==> src/hdl/br_pkg.sv <==
`default_nettype none

package br_pkg;

    localparam int XLEN     = 32;
    localparam int TAG_W    = 8;
    localparam int RS_DEPTH = 16;
    localparam int PTR_W    = 5;           // one extra bit tells full from empty
    localparam int RS_IDX_W = PTR_W - 1;
    localparam int NUM_WB   = 3;           // alu, mul, load
    localparam int PRF_SIZE = 256;

    // branch funct3 encodings
    localparam logic [2:0] F3_BEQ  = 3'b000;
    localparam logic [2:0] F3_BNE  = 3'b001;
    localparam logic [2:0] F3_BLT  = 3'b100;
    localparam logic [2:0] F3_BGE  = 3'b101;
    localparam logic [2:0] F3_BLTU = 3'b110;
    localparam logic [2:0] F3_BGEU = 3'b111;

    // renamed branch or jump as it leaves rename
    typedef struct packed {
        logic [31:0]      inst_num;
        logic [XLEN-1:0]  pc;
        logic [XLEN-1:0]  imm;
        logic [TAG_W-1:0] rd;
        logic [TAG_W-1:0] src1;
        logic [TAG_W-1:0] src2;
        logic             rdy1;
        logic             rdy2;
        logic             jump;          // jal, always taken
        logic [2:0]       funct3;
        logic             pred_taken;
        logic             pred_hit;      // btb hit at fetch
    } br_uop_t;

    typedef struct packed {
        logic             valid;
        logic [TAG_W-1:0] tag;
        logic [XLEN-1:0]  data;
    } wb_t;

    typedef wb_t [NUM_WB-1:0] wb_bus_t;

    // what resolve needs, ready bits dropped
    typedef struct packed {
        logic [31:0]      inst_num;
        logic [XLEN-1:0]  pc;
        logic [XLEN-1:0]  imm;
        logic [TAG_W-1:0] rd;
        logic [TAG_W-1:0] src1;
        logic [TAG_W-1:0] src2;
        logic             jump;
        logic [2:0]       funct3;
        logic             pred_taken;
        logic             pred_hit;
    } br_issue_t;

    typedef struct packed {
        logic             valid;
        logic [31:0]      inst_num;
        logic             taken;
        logic             mispredict;
        logic [XLEN-1:0]  redirect_pc;
    } br_result_t;

    // true when any valid broadcast carries this tag
    function automatic logic wb_match(input wb_bus_t wb, input wb_t link,
                                      input logic [TAG_W-1:0] tag);
        logic hit;
        hit = link.valid && (link.tag == tag);
        for (int i = 0; i < NUM_WB; i++) begin
            hit = hit | (wb[i].valid && (wb[i].tag == tag));
        end
        return hit;
    endfunction

endpackage

`default_nettype wire

==> src/hdl/br_dispatch.sv <==
`default_nettype none

module br_dispatch import br_pkg::*; (
    input  wire logic             clk,
    input  wire logic             rst,
    input  wire logic             in_valid,
    input  wire br_uop_t          in_uop,
    input  wire wb_bus_t          wb,
    input  wire wb_t              link_wb,
    input  wire logic             ext_flush,
    input  wire logic             mispredict,
    input  wire logic [PTR_W-1:0] count,
    output      logic             disp_valid,
    output      br_uop_t          disp_uop,
    output      logic             flush,
    output      logic             stall
);

    br_uop_t        snooped;
    logic [PTR_W:0] occupancy;   // station entries plus the one held here

    // exception, mret or a resolved mispredict
    assign flush = ext_flush | mispredict;

    // catch a broadcast landing on the same edge as the uop
    always_comb begin
        snooped      = in_uop;
        snooped.rdy1 = in_uop.rdy1 | wb_match(wb, link_wb, in_uop.src1);
        snooped.rdy2 = in_uop.rdy2 | wb_match(wb, link_wb, in_uop.src2);
    end

    always_ff @(posedge clk) begin
        if (rst || flush) begin
            disp_valid <= 1'b0;
        end else begin
            disp_valid <= in_valid;
        end
    end

    always_ff @(posedge clk) begin
        if (in_valid) begin
            disp_uop <= snooped;
        end
    end

    assign occupancy = {1'b0, count} + {{PTR_W{1'b0}}, disp_valid};

    // keep one slot of slack for the uop sampled while stall rises
    assign stall = (occupancy >= (PTR_W + 1)'(RS_DEPTH - 1));

endmodule

`default_nettype wire

==> config.mk <==
export PLATFORM = sky130hd
export DESIGN_NAME = br_dispatch
export DESIGN_NICKNAME = d
export VERILOG_FILES = /design/src/hdl/br_pkg.sv /design/src/hdl/br_dispatch.sv
export SDC_FILE = /design/constraint.sdc
export NUM_CORES = 1
export LEC_CHECK = 0
export BUFFER_PORTS_ARGS = -buffer_cell sky130_fd_sc_hd__buf_2
export CAP_MARGIN = 20
export CORE_AREA = 3 3 169 171
export DETAILED_ROUTE_END_ITERATION = 8
export DIE_AREA = 0 0 172 174
export GPL_TIMING_DRIVEN = 0
export PLACE_DENSITY = 0.41
export SLEW_MARGIN = 20
export SYNTH_ARGS = -nofsm -noshare
export SYNTH_HDL_FRONTEND = slang
export SYNTH_SLANG_ARGS = --single-unit
==> constraint.sdc <==
create_clock -name clk -period 1.6 [get_ports clk]
set_clock_uncertainty 0.2 [all_clocks]
set_input_delay 0.32 -clock clk [delete_from_list [all_inputs] [get_ports clk]]
set_output_delay 0.32 -clock clk [all_outputs]
set_load 0.005 [all_outputs]
==> impl_metrics.csv <==
group,metric,value,unit
detailed_routing,wire_per_inst,15.5,um
finish,ff_latch_area,3860,um^2
clock_tree,clock_path_buffers,2,
run,drv_cap,0,
outcome,status,"finished, violations left",
grt,grt_use_total,0.103,
power,leakagePower,3.53,nW
clock_tree,tritoncts,"yes",
outcome,violations,"negative setup slack",
placement,place_ws,-0.275,ns
sta,hold_viol,0,
finish,drive_gt1_frac,0.499,
sta,fmax,466,MHz
floorplanning,row_count,60,
detailed_routing,drtIter0Drc,150,
detailed_routing,num_vias,3813,
sta,worst_pin_slew,0.453,ns
sta,finalCritPeriodShare,1.34,
sta,grt_setup_unrepaired,"true",
finish,multi_input_comb_area,846,um^2
synth,async_flop_share,0,
finish,num-nets-final,982,
power,pwr-share-seq,0.455,
power,switching_power,2.15,mW
synth,synth_common_cells,"edfxtp_1, xor2_1, xnor2_1, nand4_1, nor4_1",
floorplanning,die_y,174,um
worst_setup_path,critPathKind,"reg -> out",
synth,synthTopCellsByArea,"edfxtp_1, xor2_1, xnor2_1",
sta,slew_headroom,0.698,
clock_tree,post_cts_buffers,0,
power,swShare,0.240,
min_path,hp-class,"in -> reg",
sta,finalSetupViolCount,1,
worst_setup_path,worst_setup_path_end_kind,"output port",
worst_setup_path,start_kind,"flop",
grt,grt_max_degree,86,
detailed_routing,wl,16000,um
synth,syn_area_per_cell,20.0,um^2
power,ir_worst_vdd,0.511,mV
synth,synth_area,4690,um^2
grt,antenna_found_initial,0,
floorplanning,start_util,0.173,
detailed_routing,postRouteAntennaNets,0,
synth,ys_types,20,
detailed_routing,first_pass_iters,4,
synth,ys_seq_area_frac,0.824,
power,internal_power,6.81,mW
synth,yosys.area.top_type,"edfxtp_1",
floorplanning,chipWidth,172,um
sta,fin_crit,2.15,ns
synth,yosysMostFrequentCell,"edfxtp_1",
floorplanning,die_area,29900,um^2
clock_tree,path_clk_slew,0.06,ns
synth,ys_dominant_reg_cell,"edfxtp_1",
worst_setup_path,cp_common_cell,"ha_4",
grt,grt_pass1_wl,23300,um
worst_setup_path,required,1.08,ns
finish,antenna_cells,0,
clock_tree,cts_num_sinks,129,
placement,io_buffers,304,
grt,grt_overflow,0,
grt,grt_pass1_vias,4265,
synth,yosysWarningCount,0,
synth,synth_edf_count,128,
synth,ys_seq_elements,129,
finish,synthToLayoutAreaGrowth,80.9,%
sta,maxSlewViolCount,0,
detailed_routing,via_per_inst,3.69,
worst_setup_path,cp_max_fo,3,
worst_setup_path,crit_chain,"ha_4 -> ha_4 -> a32o_2 -> o221ai_2 -> o21ai_1 -> buf_2",
floorplanning,core_area,27000,um^2
synth,synthesis.nets,538,
finish,fillers,2725,
clock_tree,root_buffer,"clkbuf_16",
sta,worst_slack,-0.546,ns
worst_setup_path,arrival,1.63,ns
clock_tree,h-tree-depth,4,
finish,final_area,8480,um^2
power,p_clk_frac,0.423,
power,pwr_density_cell,1060,nW/um^2
clock_tree,cts_buffers,17,
worst_setup_path,crit_path_max_incr_delay,0.33,ns
detailed_routing,drc,0,
worst_setup_path,slowest_stage,"dfxtp_2",
placement,gp_congestion,0.899,
placement,dp_hpwl,11800,um
synth,yosys.area.top_type_share,0.820,
synth,syn_inst,234,
power,pwr-share-comb,0.122,
placement,placed_area,6700,um^2
floorplanning,top_level_ports,433,
## layout by cell type, fill, tap and decap left out, drive strengths merged
master       Yosys  layout
o21ai            1       1
xor2            37      37
ha               2       2
nand2            2       2
or2              1       1
a31oi            3       3
a32o             1       1
o221ai           1       1
inv              0       8
clkbuf           1      19
a21oi            1       1
edfxtp         128     128
nor3             5       5
clkinv           0       1
bufinv           0       1
nand4           11      11
buf              1     306
clkinvlp         0       4
xnor2           27      27
dfxtp            1       1
nor4             7       7
nor3b            1       1
nand3            3       3
dlygate4sd3      0     120
## worst max-delay path, delay by kind of cell, from the launching register on
kind | cells | cell delay [ns]
AOI/OAI and AO/OA | 3 | 0.37
adders and majority gates | 2 | 0.40
buffers and inverters | 1 | 0.12
DFF | 1 | 0.33
## registers in the layout (all words and copies together), names as in the netlist
signal      count
disp_uop      128
disp_valid      1
## power groups by stage
stage	sequential (mW)	clock, mW	combinational, mW
after floorplan	4.19	0	0.151
after global placement	4.16	0	0.862
after detailed placement	4.15	0	0.876
after CTS	4.08	3.95	1.11
after global routing	4.10	4.10	1.20
final	4.08	3.79	1.09
## layer usage
| layer | wire length, um | global-route usage | up-vias | part of all wire |
|---|---|---|---|---|
| li1 | - | - | 1795 | - |
| met1 | 6210 | 0.111 | 1799 | 0.39 |
| met2 | 8210 | 0.185 | 203 | 0.51 |
| met3 | 1330 | 0.0382 | 16 | 0.083 |
| met4 | 255 | 0.0296 | 0 | 0.016 |
| met5 | 0 | 0 | - | 0 |
## cell families (layout without fill, tap and decap cells)
group / count (synthesis) / after routing / share of synthesized area
xor+xnor: 64 / 64 / 0.120
flops: 129 / 129 / 0.824
compound gates: 7 / 7 / 0.0101
buf+inv: 2 / 459 / 0.00213
simple gates: 30 / 30 / 0.0384
fa+ha+maj: 2 / 2 / 0.00534
## cell type report
| type | instances | share of cell area |
|---|---|---|
| multi-input cells | 103 | 0.0998 |
| clock inverters | 14 | 0.0170 |
| plain buffers | 2 | 0.00118 |
| well taps | 341 | 0.0503 |
| flip-flops and latches | 129 | 0.456 |
| repair buffers | 425 | 0.325 |
| clock buffers | 18 | 0.0506 |
## per-stage QoR
step / utilization / total power [mW] / TNS [ns] / std cells / hold slack [ns]
2_1_floorplan: - / 4.34 / -0.0352 / 234 / 0.188
3_3_place_gp: 0.246 / 5.02 / -180.42 / 879 / 0.277
3_5_place_dp: 0.248 / 5.03 / -10.85 / 880 / 0.288
4_1_cts: 0.313 / 9.14 / -0.588 / 1031 / 0.000461
5_1_grt: 0.314 / 9.41 / -0.686 / 1032 / 0.00249
6_report: 0.314 / 8.96 / -0.546 / 1032 / 0.0242
## path summary, 6_finish.rpt
| path | from | endpoint | slack (ns) | depth (start not counted) |
|---|---|---|---|---|
| worst max-delay path | disp_valid | stall | -0.55 | 6 |
| worst min-delay path | in_uop[15] | disp_uop[15] | 0.02 | 1 |
## timing repair
item,CTS,global route
hold buffers,119,1
gates resized for setup,0,2
pin swaps,2,1
hold endpoints to repair,118,1
setup endpoints to repair,1,1
Power figures use the tool's default switching activity.
