--- src/hdl/br_pkg.sv ---
`default_nettype none

package br_pkg;

    localparam int XLEN     = 32;
    localparam int TAG_W    = 8;
    localparam int RS_DEPTH = 16;
    localparam int PTR_W    = 5;           // one extra bit tells full from empty
    localparam int RS_IDX_W = PTR_W - 1;
    localparam int NUM_WB   = 3;           // alu, mul, load
    localparam int PRF_SIZE = 256;

    // branch funct3 encodings
    localparam logic [2:0] F3_BEQ  = 3'b000;
    localparam logic [2:0] F3_BNE  = 3'b001;
    localparam logic [2:0] F3_BLT  = 3'b100;
    localparam logic [2:0] F3_BGE  = 3'b101;
    localparam logic [2:0] F3_BLTU = 3'b110;
    localparam logic [2:0] F3_BGEU = 3'b111;

    // renamed branch or jump as it leaves rename
    typedef struct packed {
        logic [31:0]      inst_num;
        logic [XLEN-1:0]  pc;
        logic [XLEN-1:0]  imm;
        logic [TAG_W-1:0] rd;
        logic [TAG_W-1:0] src1;
        logic [TAG_W-1:0] src2;
        logic             rdy1;
        logic             rdy2;
        logic             jump;          // jal, always taken
        logic [2:0]       funct3;
        logic             pred_taken;
        logic             pred_hit;      // btb hit at fetch
    } br_uop_t;

    typedef struct packed {
        logic             valid;
        logic [TAG_W-1:0] tag;
        logic [XLEN-1:0]  data;
    } wb_t;

    typedef wb_t [NUM_WB-1:0] wb_bus_t;

    // what resolve needs, ready bits dropped
    typedef struct packed {
        logic [31:0]      inst_num;
        logic [XLEN-1:0]  pc;
        logic [XLEN-1:0]  imm;
        logic [TAG_W-1:0] rd;
        logic [TAG_W-1:0] src1;
        logic [TAG_W-1:0] src2;
        logic             jump;
        logic [2:0]       funct3;
        logic             pred_taken;
        logic             pred_hit;
    } br_issue_t;

    typedef struct packed {
        logic             valid;
        logic [31:0]      inst_num;
        logic             taken;
        logic             mispredict;
        logic [XLEN-1:0]  redirect_pc;
    } br_result_t;

    // true when any valid broadcast carries this tag
    function automatic logic wb_match(input wb_bus_t wb, input wb_t link,
                                      input logic [TAG_W-1:0] tag);
        logic hit;
        hit = link.valid && (link.tag == tag);
        for (int i = 0; i < NUM_WB; i++) begin
            hit = hit | (wb[i].valid && (wb[i].tag == tag));
        end
        return hit;
    endfunction

endpackage

`default_nettype wire

--- src/hdl/br_station.sv ---
`default_nettype none

module br_station import br_pkg::*; (
    input  wire logic             clk,
    input  wire logic             rst,
    input  wire logic             flush,
    input  wire logic             disp_valid,
    input  wire br_uop_t          disp_uop,
    input  wire wb_bus_t          wb,
    input  wire wb_t              link_wb,
    output      logic [PTR_W-1:0] count,
    output      logic             iss_valid,
    output      br_issue_t        iss_uop
);

    br_uop_t              entries [RS_DEPTH];
    logic [PTR_W-1:0]     head;
    logic [PTR_W-1:0]     tail;
    logic [RS_IDX_W-1:0]  head_idx;
    logic [RS_IDX_W-1:0]  tail_idx;
    logic                 head_ready;
    br_uop_t              wr_uop;

    function automatic br_issue_t to_issue(input br_uop_t u);
        br_issue_t s;
        s.inst_num   = u.inst_num;
        s.pc         = u.pc;
        s.imm        = u.imm;
        s.rd         = u.rd;
        s.src1       = u.src1;
        s.src2       = u.src2;
        s.jump       = u.jump;
        s.funct3     = u.funct3;
        s.pred_taken = u.pred_taken;
        s.pred_hit   = u.pred_hit;
        return s;
    endfunction

    assign head_idx = head[RS_IDX_W-1:0];
    assign tail_idx = tail[RS_IDX_W-1:0];
    assign count    = tail - head;          // wraps with the extra pointer bit

    // only the oldest entry may go, keeps branches in order
    assign head_ready = (head != tail) && entries[head_idx].rdy1 && entries[head_idx].rdy2;

    // entry being written also sees this edge's broadcasts
    always_comb begin
        wr_uop      = disp_uop;
        wr_uop.rdy1 = disp_uop.rdy1 | wb_match(wb, link_wb, disp_uop.src1);
        wr_uop.rdy2 = disp_uop.rdy2 | wb_match(wb, link_wb, disp_uop.src2);
    end

    // entry storage and tag wakeup
    always_ff @(posedge clk) begin
        for (int i = 0; i < RS_DEPTH; i++) begin
            if (wb_match(wb, link_wb, entries[i].src1)) begin
                entries[i].rdy1 <= 1'b1;
            end
            if (wb_match(wb, link_wb, entries[i].src2)) begin
                entries[i].rdy2 <= 1'b1;
            end
        end
        if (disp_valid) begin
            entries[tail_idx] <= wr_uop;   // overrides the loop for this slot
        end
    end

    // pointers and issue strobe
    always_ff @(posedge clk) begin
        if (rst || flush) begin
            head      <= '0;
            tail      <= '0;
            iss_valid <= 1'b0;
        end else begin
            iss_valid <= head_ready;
            if (disp_valid) begin
                tail <= tail + 1'b1;
            end
            if (head_ready) begin
                head <= head + 1'b1;
            end
        end
    end

    always_ff @(posedge clk) begin
        if (head_ready) begin
            iss_uop <= to_issue(entries[head_idx]);
        end
    end

endmodule

`default_nettype wire

--- config.mk ---
export PLATFORM = sky130hd
export DESIGN_NAME = br_station
export DESIGN_NICKNAME = d
export VERILOG_FILES = /design/src/hdl/br_pkg.sv /design/src/hdl/br_station.sv
export SDC_FILE = /design/constraint.sdc
export NUM_CORES = 2
export LEC_CHECK = 0
export BUFFER_PORTS_ARGS = -buffer_cell sky130_fd_sc_hd__buf_2
export CAP_MARGIN = 20
export CORE_UTILIZATION = 50
export DETAILED_ROUTE_END_ITERATION = 8
export PLACE_DENSITY = 0.67
export SLEW_MARGIN = 20
export SYNTH_ARGS = -nofsm -noshare
export SYNTH_HDL_FRONTEND = slang
export SYNTH_SLANG_ARGS = --single-unit
--- constraint.sdc ---
create_clock -name clk -period 15.8 [get_ports clk]
set_clock_uncertainty 0.15 [all_clocks]
set_input_delay 4.74 -clock clk [delete_from_list [all_inputs] [get_ports clk]]
set_output_delay 4.74 -clock clk [all_outputs]
set_load 0.01 [all_outputs]
==> metrics.md <==
| Metric | Value |
|---|---|
| EDFF count, synth | around 2100 |
| Final hold violation count | 0 |
| Met1 global-route usage | 0.363 |
| Share of layout cells above drive strength 1 | 0.251 |
| Setup crit end | count[4] |
| Syn Area/Cell | 18.6 um2 |
| Die X | 439 um |
| Starting DRT DRC Count | 5601 |
| Post-CTS setup buffer count | 0 |
| Die Ht | about 440 um |
| Pwr dens | ~120 nW/um2 |
| Slew @ Worst Pin | roughly 1.3 ns |
| Ys Warns | 0 |
| Root Buffer | clkbuf_16 |
| Maximum vdd drop | 0.129 mV |
| Max-slew violation count | 0 |
| Drt pass-1 iters | 5 |
| Gate Count Post-Synth | ~5100 |
| HPWL Detailed | 135000 um |
| R2R Setup Slk | about 9.4 ns |
| Relative slew margins | 0.136 |
| Post-CTS sizing | 0 |
| Final Power | 0.0122 W |
| Arrival time at the worst endpoint | approximately 2.7 ns |
| Largest net degree at the start of global routing | a little under 100 |
| Met2 GRT Util | 0.434 |
| Vias in the first global route | just over 50000 |
| Unrepaired setup endpoints after global routing | false |
| Max-cap viol count | 0 |
| Worst Setup SP | tail[0] |
| Cell area after synthesis | between 90000 and 100000 um2 |
| Final setup vio count | 0 |
| Cell Area, Placed | ~98000 um2 |
| GRT overflow | 0 |
| Post-Route Utilization | 0.555 |
| Die area | 193000 um2 |
| # rows | 160 |
| Critical Path Fanout Max | 5 |
| Ys async rst share | 0 |
| First-pass GRT wire length | around 370000 um |
| Clk buf depth | 3 |
| Hold Crit Class | flip-flop to flip-flop |
| Final worst setup slack | a little over 8 ns |
| Hold-fix buffers at CTS | 0 |
| Post-synth cell types | 46 |
| Drt total wl | between 200000 and 300000 um |
| Final Critical Period | ~7.5 ns |
| Finished Cell Area | 105000 um2 |
| Initial antenna violation count | just over 50 |
| Gr busiest metal | met2 |
| Worst-Skew Late Latency | around 0.9 ns |
| Buffers on Ports | between 200 and 300 |
| DRC | 0 |
| Startpoint Class | flip-flop |
| Core ar. | around 190000 um2 |
| Sink Count | around 2200 |
| Critical path required time | 10.91 ns |
| CP Capture Type | primary output |
| Clk pin slew, worst setup/hold paths | 0.06 ns |
| Most used DFF post-synth | edfxtp_1 |
| Max Fclk | about 0.13 GHz |
| Initial Util | 0.503 |
| Yosys reg bits | approximately 2200 |
| Worst slack, placed | 7.40 ns |
| Hold path cells | 2 |
| Sequential-to-total area share from yosys stat | 0.683 |
| Net Count, Synth | approximately 5400 |
| Routed len/inst | roughly 33 um |
| Crit path kind | flip-flop to primary output |
| Reg-to-reg critical path endpoint | iss_uop[76] |
| Via count | about 49000 |
| Routed Antenna Nets | 0 |
| Num CTS Buffers | 215 |
| FF-to-FF path depth | 9 |
| Routing usage on met3 | 0.0494 |
| Setup TNS | 0 ns |
| Fin crit share | 0.478 |
| Gr usage total | 0.270 |
| Synth-to-layout area growth | 10.4% |
| Status | complete, no violations |
| LEAKAGE | about 33 nW |
| CTS tree | built |
| H-tree lvl count | 4 |
| Net count reported at finish | roughly 5500 |
| # IOs | roughly 430 |
| RD Place Congestion | approximately 0.89 |
| Vias per cell | between 6 and 7 |
layout by cell type, fill, tap and decap left out, types with 9 or more instances in the layout:
cell type,netlist,final
xor2_1,793,793
nor4_1,176,176
a31oi_1,40,40
diode_2,0,9
clkinv_1,0,44
nor2_1,29,29
xnor2_1,305,305
mux2i_1,24,24
a311o_1,12,12
ha_1,9,9
inv_8,0,17
nand3_1,70,70
dfxtp_1,47,43
clkinv_2,0,38
nor3_1,66,66
nand2_1,23,23
clkbuf_1,166,49
bufinv_16,0,19
inv_1,26,9
clkbuf_16,0,215
buf_2,224,299
nor2b_1,22,22
buf_4,6,94
a211oi_1,19,19
o22a_1,14,14
mux4_2,618,618
edfxtp_1,2142,2142
nand4_1,91,91
a21oi_1,21,21
layout make-up:
| cell class | count | area (um2) |
|---|---|---|
| Antenna cell | 9 | 22.5 |
| Clock buffer | 266 | 5590 |
| Clock inverter | 133 | 1340 |
| Fill cell | 14261 | 84500 |
| Inverter | 26 | 225 |
| Multi-Input combinational cell | 2362 | 27600 |
| Sequential cell | 2189 | 65300 |
| Tap cell | 2511 | 3140 |
| Timing Repair Buffer | 398 | 2290 |
worst max-delay path: stages, from the launching register on:
cell and delay (ns):
dfxtp_1 0.44, inv_1 0.12, ha_1 0.23, fa_1 0.41, inv_1 0.07, a21o_1 0.11, a21oi_1 0.07, xor2_1 0.17
buf_2 0.16
Yosys cell counts (2+ instances only):
cell type  instances  area (um2)
xnor2_1          305        2670
inv_1             26        97.6
o21ai_0            8        40.0
buf_4              6        45.0
a21o_1             2        15.0
buf_6             15         169
a311o_1           12         120
clkbuf_1         166         623
o22a_1            14         123
buf_2            224        1120
nor2b_1           22         138
ha_1               9         113
a21oi_1           21         105
nand3_1           70         350
dfxtp_1           47         941
nor2_1            29         109
nand4_1           91         569
a31oi_1           40         250
a211oi_1          19         143
nand2_1           23        86.3
mux4_2           618       13900
mux2i_1           24         240
o32a_1             2        20.0
buf_1             77         289
nor3_1            66         330
or4_1              2        15.0
nor4_1           176        1100
edfxtp_1        2142       64300
clkbuf_2          65         325
xor2_1           793        6950
o211ai_1           2        15.0
report_power, final:
group	leakage, nW	switching (W)	internal (W)
Sequential	19.7	0.0000392	0.00645
Clock	3.37	0.00222	0.00284
Combinational	9.76	0.000392	0.000218
sequential cells by signal, summed over array words and instances, names as in the netlist, named ones only:
signal     count
iss_uop      126
iss_valid      1
tail           5
head           5
entries     2048
worst min-delay path by stage:
stage,from,end,slack (ns)
2_1_floorplan,head[4],head[4],0.32
3_3_place_gp,head[4],head[4],0.33
3_5_place_dp,head[4],head[4],0.34
4_1_cts,head[4],head[4],0.35
5_1_grt,head[4],head[4],0.43
6_report,head[4],head[4],0.35
metrics by stage:
stage | std cells | hold slack [ns]
after CTS | 7885 | 0.353
final | 7894 | 0.350
after global placement | 7486 | 0.334
after floorplan | 5131 | 0.318
after detailed placement | 7486 | 0.344
after global routing | 7891 | 0.425
layer usage:
metal | wire [um] | vias to the layer above
met5 | 228 | -
met4 | 11700 | 34
met3 | 20600 | 696
met2 | 125000 | 2419
met1 | 102000 | 26110
li1 | - | 20233
logic make-up after synthesis:
logic type	count (synthesis)	share of synthesized area
buf+inv	580	0.0280
flops	2189	0.683
mux	643	0.148
simple gates	486	0.0289
compound gates	125	0.00916
xor+xnor	1098	0.101
fa+ha+maj	10	0.00139
Note: power is estimated with default switching activity, not from simulation.
