--- src/hdl/br_pkg.sv ---
`default_nettype none

package br_pkg;

    localparam int XLEN     = 32;
    localparam int TAG_W    = 8;
    localparam int RS_DEPTH = 16;
    localparam int PTR_W    = 5;           // one extra bit tells full from empty
    localparam int RS_IDX_W = PTR_W - 1;
    localparam int NUM_WB   = 3;           // alu, mul, load
    localparam int PRF_SIZE = 256;

    // branch funct3 encodings
    localparam logic [2:0] F3_BEQ  = 3'b000;
    localparam logic [2:0] F3_BNE  = 3'b001;
    localparam logic [2:0] F3_BLT  = 3'b100;
    localparam logic [2:0] F3_BGE  = 3'b101;
    localparam logic [2:0] F3_BLTU = 3'b110;
    localparam logic [2:0] F3_BGEU = 3'b111;

    // renamed branch or jump as it leaves rename
    typedef struct packed {
        logic [31:0]      inst_num;
        logic [XLEN-1:0]  pc;
        logic [XLEN-1:0]  imm;
        logic [TAG_W-1:0] rd;
        logic [TAG_W-1:0] src1;
        logic [TAG_W-1:0] src2;
        logic             rdy1;
        logic             rdy2;
        logic             jump;          // jal, always taken
        logic [2:0]       funct3;
        logic             pred_taken;
        logic             pred_hit;      // btb hit at fetch
    } br_uop_t;

    typedef struct packed {
        logic             valid;
        logic [TAG_W-1:0] tag;
        logic [XLEN-1:0]  data;
    } wb_t;

    typedef wb_t [NUM_WB-1:0] wb_bus_t;

    // what resolve needs, ready bits dropped
    typedef struct packed {
        logic [31:0]      inst_num;
        logic [XLEN-1:0]  pc;
        logic [XLEN-1:0]  imm;
        logic [TAG_W-1:0] rd;
        logic [TAG_W-1:0] src1;
        logic [TAG_W-1:0] src2;
        logic             jump;
        logic [2:0]       funct3;
        logic             pred_taken;
        logic             pred_hit;
    } br_issue_t;

    typedef struct packed {
        logic             valid;
        logic [31:0]      inst_num;
        logic             taken;
        logic             mispredict;
        logic [XLEN-1:0]  redirect_pc;
    } br_result_t;

    // true when any valid broadcast carries this tag
    function automatic logic wb_match(input wb_bus_t wb, input wb_t link,
                                      input logic [TAG_W-1:0] tag);
        logic hit;
        hit = link.valid && (link.tag == tag);
        for (int i = 0; i < NUM_WB; i++) begin
            hit = hit | (wb[i].valid && (wb[i].tag == tag));
        end
        return hit;
    endfunction

endpackage

`default_nettype wire

--- src/hdl/br_resolve.sv ---
`default_nettype none

module br_resolve import br_pkg::*; (
    input  wire logic             clk,
    input  wire logic             rst,
    input  wire logic             flush,
    input  wire logic             iss_valid,
    input  wire br_issue_t        iss_uop,
    input  wire logic [XLEN-1:0]  rd_data1,
    input  wire logic [XLEN-1:0]  rd_data2,
    output      logic [TAG_W-1:0] rd_tag1,
    output      logic [TAG_W-1:0] rd_tag2,
    output      br_result_t       result,
    output      wb_t              link_wb
);

    logic            cond;
    logic            taken;
    logic            mispredict;
    logic            fire;
    logic [XLEN-1:0] target_pc;
    logic [XLEN-1:0] seq_pc;

    assign rd_tag1 = iss_uop.src1;
    assign rd_tag2 = iss_uop.src2;

    always_comb begin
        case (iss_uop.funct3)
            F3_BEQ:  cond = (rd_data1 == rd_data2);
            F3_BNE:  cond = (rd_data1 != rd_data2);
            F3_BLT:  cond = ($signed(rd_data1) <  $signed(rd_data2));
            F3_BGE:  cond = ($signed(rd_data1) >= $signed(rd_data2));
            F3_BLTU: cond = (rd_data1 <  rd_data2);
            F3_BGEU: cond = (rd_data1 >= rd_data2);
            default: cond = 1'b0;   // reserved funct3 never taken
        endcase
    end

    assign taken     = iss_uop.jump | cond;
    assign target_pc = iss_uop.pc + iss_uop.imm;
    assign seq_pc    = iss_uop.pc + XLEN'(4);

    // a taken branch without a btb hit had no target at fetch
    assign mispredict = (taken != iss_uop.pred_taken) || (taken && !iss_uop.pred_hit);

    // drop whatever issued alongside a flush
    assign fire = iss_valid && !flush;

    always_ff @(posedge clk) begin
        if (rst) begin
            result.valid      <= 1'b0;
            result.mispredict <= 1'b0;
            link_wb.valid     <= 1'b0;
        end else begin
            result.valid      <= fire;
            result.mispredict <= fire && mispredict;   // feeds flush directly
            link_wb.valid     <= fire && iss_uop.jump;
        end
    end

    always_ff @(posedge clk) begin
        if (iss_valid) begin
            result.inst_num    <= iss_uop.inst_num;
            result.taken       <= taken;
            result.redirect_pc <= taken ? target_pc : seq_pc;
            link_wb.tag        <= iss_uop.rd;
            link_wb.data       <= seq_pc;      // return address of the jump
        end
    end

endmodule

`default_nettype wire

--- config.mk ---
export PLATFORM = sky130hd
export DESIGN_NAME = br_resolve
export DESIGN_NICKNAME = d
export VERILOG_FILES = /design/src/hdl/br_pkg.sv /design/src/hdl/br_resolve.sv
export SDC_FILE = /design/constraint.sdc
export NUM_CORES = 1
export LEC_CHECK = 0
export BUFFER_PORTS_ARGS = -buffer_cell sky130_fd_sc_hd__buf_2
export CORE_AREA = 2 2 125 127
export CTS_BUF_LIST = sky130_fd_sc_hd__clkbuf_4 sky130_fd_sc_hd__clkbuf_8
export DETAILED_ROUTE_END_ITERATION = 7
export DIE_AREA = 0 0 127 129
export PLACE_DENSITY = 0.78
export SKIP_CTS_REPAIR_TIMING = 1
export SLEW_MARGIN = 20
export SYNTH_ARGS = -nofsm -noshare
export SYNTH_HDL_FRONTEND = slang
export SYNTH_SLANG_ARGS = --single-unit
--- constraint.sdc ---
create_clock -name clk -period 6.9 [get_ports clk]
set_input_delay 0.345 -clock clk [delete_from_list [all_inputs] [get_ports clk]]
set_output_delay 0.345 -clock clk [all_outputs]
set_load 0.01 [all_outputs]
==> impl.org <==
** Critical path
- STA classifies the critical path endpoint as a register.
- The number of buffers and inverters on the critical path is 2.
- Crit Path Max Fanout :: 3
- Grouping stages by cell kind, the critical path spends the most delay in compound AO/OA/AOI/OAI gates.
- Critical-path top delay cell :: o31ai_2
- CP startpoint :: iss_uop[62]
- Delay of the slowest cell on the worst path :: 0.41 ns
- Startpoint type of the worst setup path :: primary input
- Worst path required time :: 7.03 ns
- For the worst setup path, the data arrival time is 3.19 ns.
- Critical path cell sequence :: buf_2, ha_1, inv_1, fa_1, nand2b_1, a21o_1, a211o_1, and3b_1, o31ai_2, a2111oi_2, o21bai_1, xnor2_1, mux2_2
- Type of the worst setup path :: primary input to register

** GRT
- Via count of the first global-routing pass :: 5392
- The first global-routing pass estimated 26600 um of wire.
- Pin count of the biggest net entering global routing :: 72
- The initial antenna violation count came to 1.
- Total congestion overflow :: 0
- For this run, the total global-route usage over all layers was measured as 20.5%.

** Power
- Internal power consumption :: ~0.0011 W
- In this run the power density over the cells is 196 nW/um^2.
- Peak supply drop :: 112 uV
- Summed over all nets, the switching power comes to between 0.0004 and 0.0005 W.
- Clk pwr share :: 22.4%
- Net Sw Frac :: 30.4%
- Static leakage power :: 3.93 nW
- Combinational Power Share :: between 20% and 30%
- Of the total power, registers draw 50.1%.

** Cells and area
- Syn-to-layout area delta :: 26.1%
- Ratio of cells with drive above 1 in the final layout :: 35.4%
- Total number of nets in the final design :: 1148
- After filler insertion, the fill cell instance count of the layout stands at ~1300.
- Summing all non-filler instances in the final layout gives an area of 8370 sq um.

** Yosys
- Share of the synthesized area in the top cell type :: approximately 47%
- Proportion of synthesized flip-flops having asynchronous set or reset :: 0%
- Sequential cells were found to cover between 40% and 50% of the synthesized design area.
- The most used flip-flop cell after synthesis is edfxtp_1.
- After synthesis, the netlist uses 57 different library cells.
- Cell area after synthesis :: 6640 sq um
- The number of nets in the synthesized netlist is 872.
- Averaged over all synthesized cells, the footprint is 10.8 sq um.
- Cells after synthesis :: 613
- Flip-flop and latch count after synthesis :: 108
- By area the synthesized netlist is led by edfxtp_1, ha_1, a21oi_1, xnor2_1, inv_1.
- Post-synthesis cell type with the largest combined area :: edfxtp_1
- Count of flip-flops with a built-in enable after synthesis :: 105
- Total of warnings raised by yosys :: 0

** Placed design
- During placement, the flow inserted port buffers numbering about 290.
- Prior to clock tree synthesis, the placed netlist has a worst setup slack of between 2 and 3 ns.
- The placed instances occupy a cell area of between 8000 and 9000 sq um.
- Routability congestion estimate from global placement :: 0.940
- Placed wire-length estimate after detailed placement :: 14300 um

** Run status
- Result of the run :: finished, final reports clean

** Drt
- The first TritonRoute pass finished after 4 iterations.
- Violation count after the first detailed-routing iteration :: ~320
- Once detail routing completed, the nets flagged for antenna violations numbered 0.
- Via Count :: 5717
- After detailed routing, the average wire length per cell comes to 16.2 um.
- After detailed routing, the number of remaining DRC violations is 0.
- Vias per std cell :: 5.28
- Wires add up to 17500 um.

** Timing
- Subtracting the final worst setup slack from the clock period gives between 3 and 4 ns.
- Setup slack on the critical path of the routed design comes to 3.84 ns.
- Max_slew headroom :: 41.9%
- Max Transition Viols Final :: 0
- Of the available clock period, the critical path in the final layout requires about 44%.
- Number of failing setup endpoints in the final timing report :: 0
- Measured slew at the worst slew-check pin :: slightly below 0.9 ns
- Final-layout worst hold slack :: 0.147 ns
- Unrepaired setup endpoints after global routing :: false
- Adding up every negative setup slack in the final design gives 0 ns.
- Final hold violation count :: 0
- Derived from the worst setup path, the maximum achievable clock frequency is around 0.33 GHz.

** Floorplan
- Floorplan die area :: 16400 sq um
- The floorplan step set the die height to 129 um.
- Horizontal die dimension :: between 100 and 150 um
- 318 I/O pins were placed.
- Core area :: 15000 sq um
- Initial Utilization :: 44.3%
- The floorplan has 45 rows.

** Clocking
- Master cell of the clock root buffer :: clkbuf_8
- The H-tree generated during clock tree synthesis spans 3 levels.
- TritonCTS built the clock tree.
- Total CTS buffers :: 9
- No sink is reached through more buffers than the 2 on the longest clock path.
- After clock tree synthesis, the clock-pin slew on the worst setup and hold paths is approximately 0.11 ns.
- Number of sinks driven by the clock tree :: 108

** Min path
- Class of the tightest hold or removal check :: primary input to register
- The startpoint identified for the worst hold timing path is iss_uop[111].

** Job
- The tool flagged a number of max-cap violations equal to 0.
-- placed cells by master (no fill, tap or decap), drive strengths merged, types with 4 or more instances in the layout --
cell    netlist  layout
a211oi        4       4
nand4        15      15
a21oi        64      64
o21a          7       7
nor2         45      45
and3          7       7
clkbuf        2       9
o21ai        21      21
buf          21     288
mux2          5       5
inv          49      53
nand2b        6       6
o211ai        9       9
ha           64      64
xnor2        32      32
nand3        19      19
a21o         16      16
nor4          4       4
nor3          9       9
mux2i         4       4
xor2         20      20
or3           6       6
edfxtp      105     105
nand2        38      38
-- sequential cells by signal, summed over array words and instances, names as in the netlist --
signal	count
link_wb	41
result	67
-- power groups by stage --
stage	Sequential [W]	Combinational, W	Clock (W)
finish	0.000821	0.000451	0.000368
global route	0.000827	0.000501	0.000399
CTS	0.000822	0.000450	0.000379
floorplan	0.000877	0.000226	0
detailed placement	0.000837	0.000447	0
global placement	0.000835	0.000441	0
-- synthesized netlist by cell type, types with 3 or more instances --
cell type	count
inv_1	49
and4_1	3
nand4_1	15
buf_4	16
mux2i_1	3
a21oi_1	63
o211ai_1	9
o21a_1	7
o21ai_0	20
xor2_1	20
mux2_2	5
nor2_1	45
edfxtp_1	105
a211oi_1	4
nor3_1	9
or3_1	6
nor4_1	4
dfxtp_1	3
nor2b_1	3
nand2_1	38
and3_1	7
nand3_1	19
ha_1	64
nand2b_1	6
buf_2	4
a21o_1	16
xnor2_1	32
-- layer usage --
layer  part of all wire, %  routed length [um]  GRT usage, %
met5                     0                   0             0
met3                   9.0                1580          5.90
met2                    50                8800          37.9
met4                   2.2                 382          6.53
met1                    39                6760          22.8
-- through the flow --
step	cells	power, W	util [%]
global placement	1065	0.00128	54.6
floorplan	613	0.00110	-
CTS	1080	0.00165	55.8
global route	1082	0.00173	55.9
detailed placement	1065	0.00128	54.6
finish	1082	0.00164	55.9
-- cell families (layout without fill, tap and decap cells) --
group | Yosys count | after routing | synth area share (%)
AND/OR/NAND/NOR | 162 | 162 | 11.9
AO/OA/AOI/OAI | 145 | 145 | 13.9
flip-flops | 108 | 108 | 48.4
buffers and inverters | 72 | 352 | 5.05
adder cells (fa/ha/maj) | 65 | 65 | 12.4
XOR/XNOR | 52 | 52 | 6.86
multiplexers | 9 | 9 | 1.51
other | 0 | 1 | 0
-- worst paths after layout --
path	endpoint	depth (start not counted)
min	result[51]	1
max	result[28]	13
-- area by class of cell --
cell class                 instances  area (sq um)  share of cell area (%)
antenna                            1          2.50                  0.0299
clock buffer                       9           124                    1.48
clock inverter                     6          56.3                   0.672
inverter                          49           184                    2.20
multi-input combinational        433          3100                    37.0
sequential                       108          3210                    38.4
tap                              188           235                    2.81
timing repair buffer             288          1460                    17.4
(Power assumes the default switching activity.)
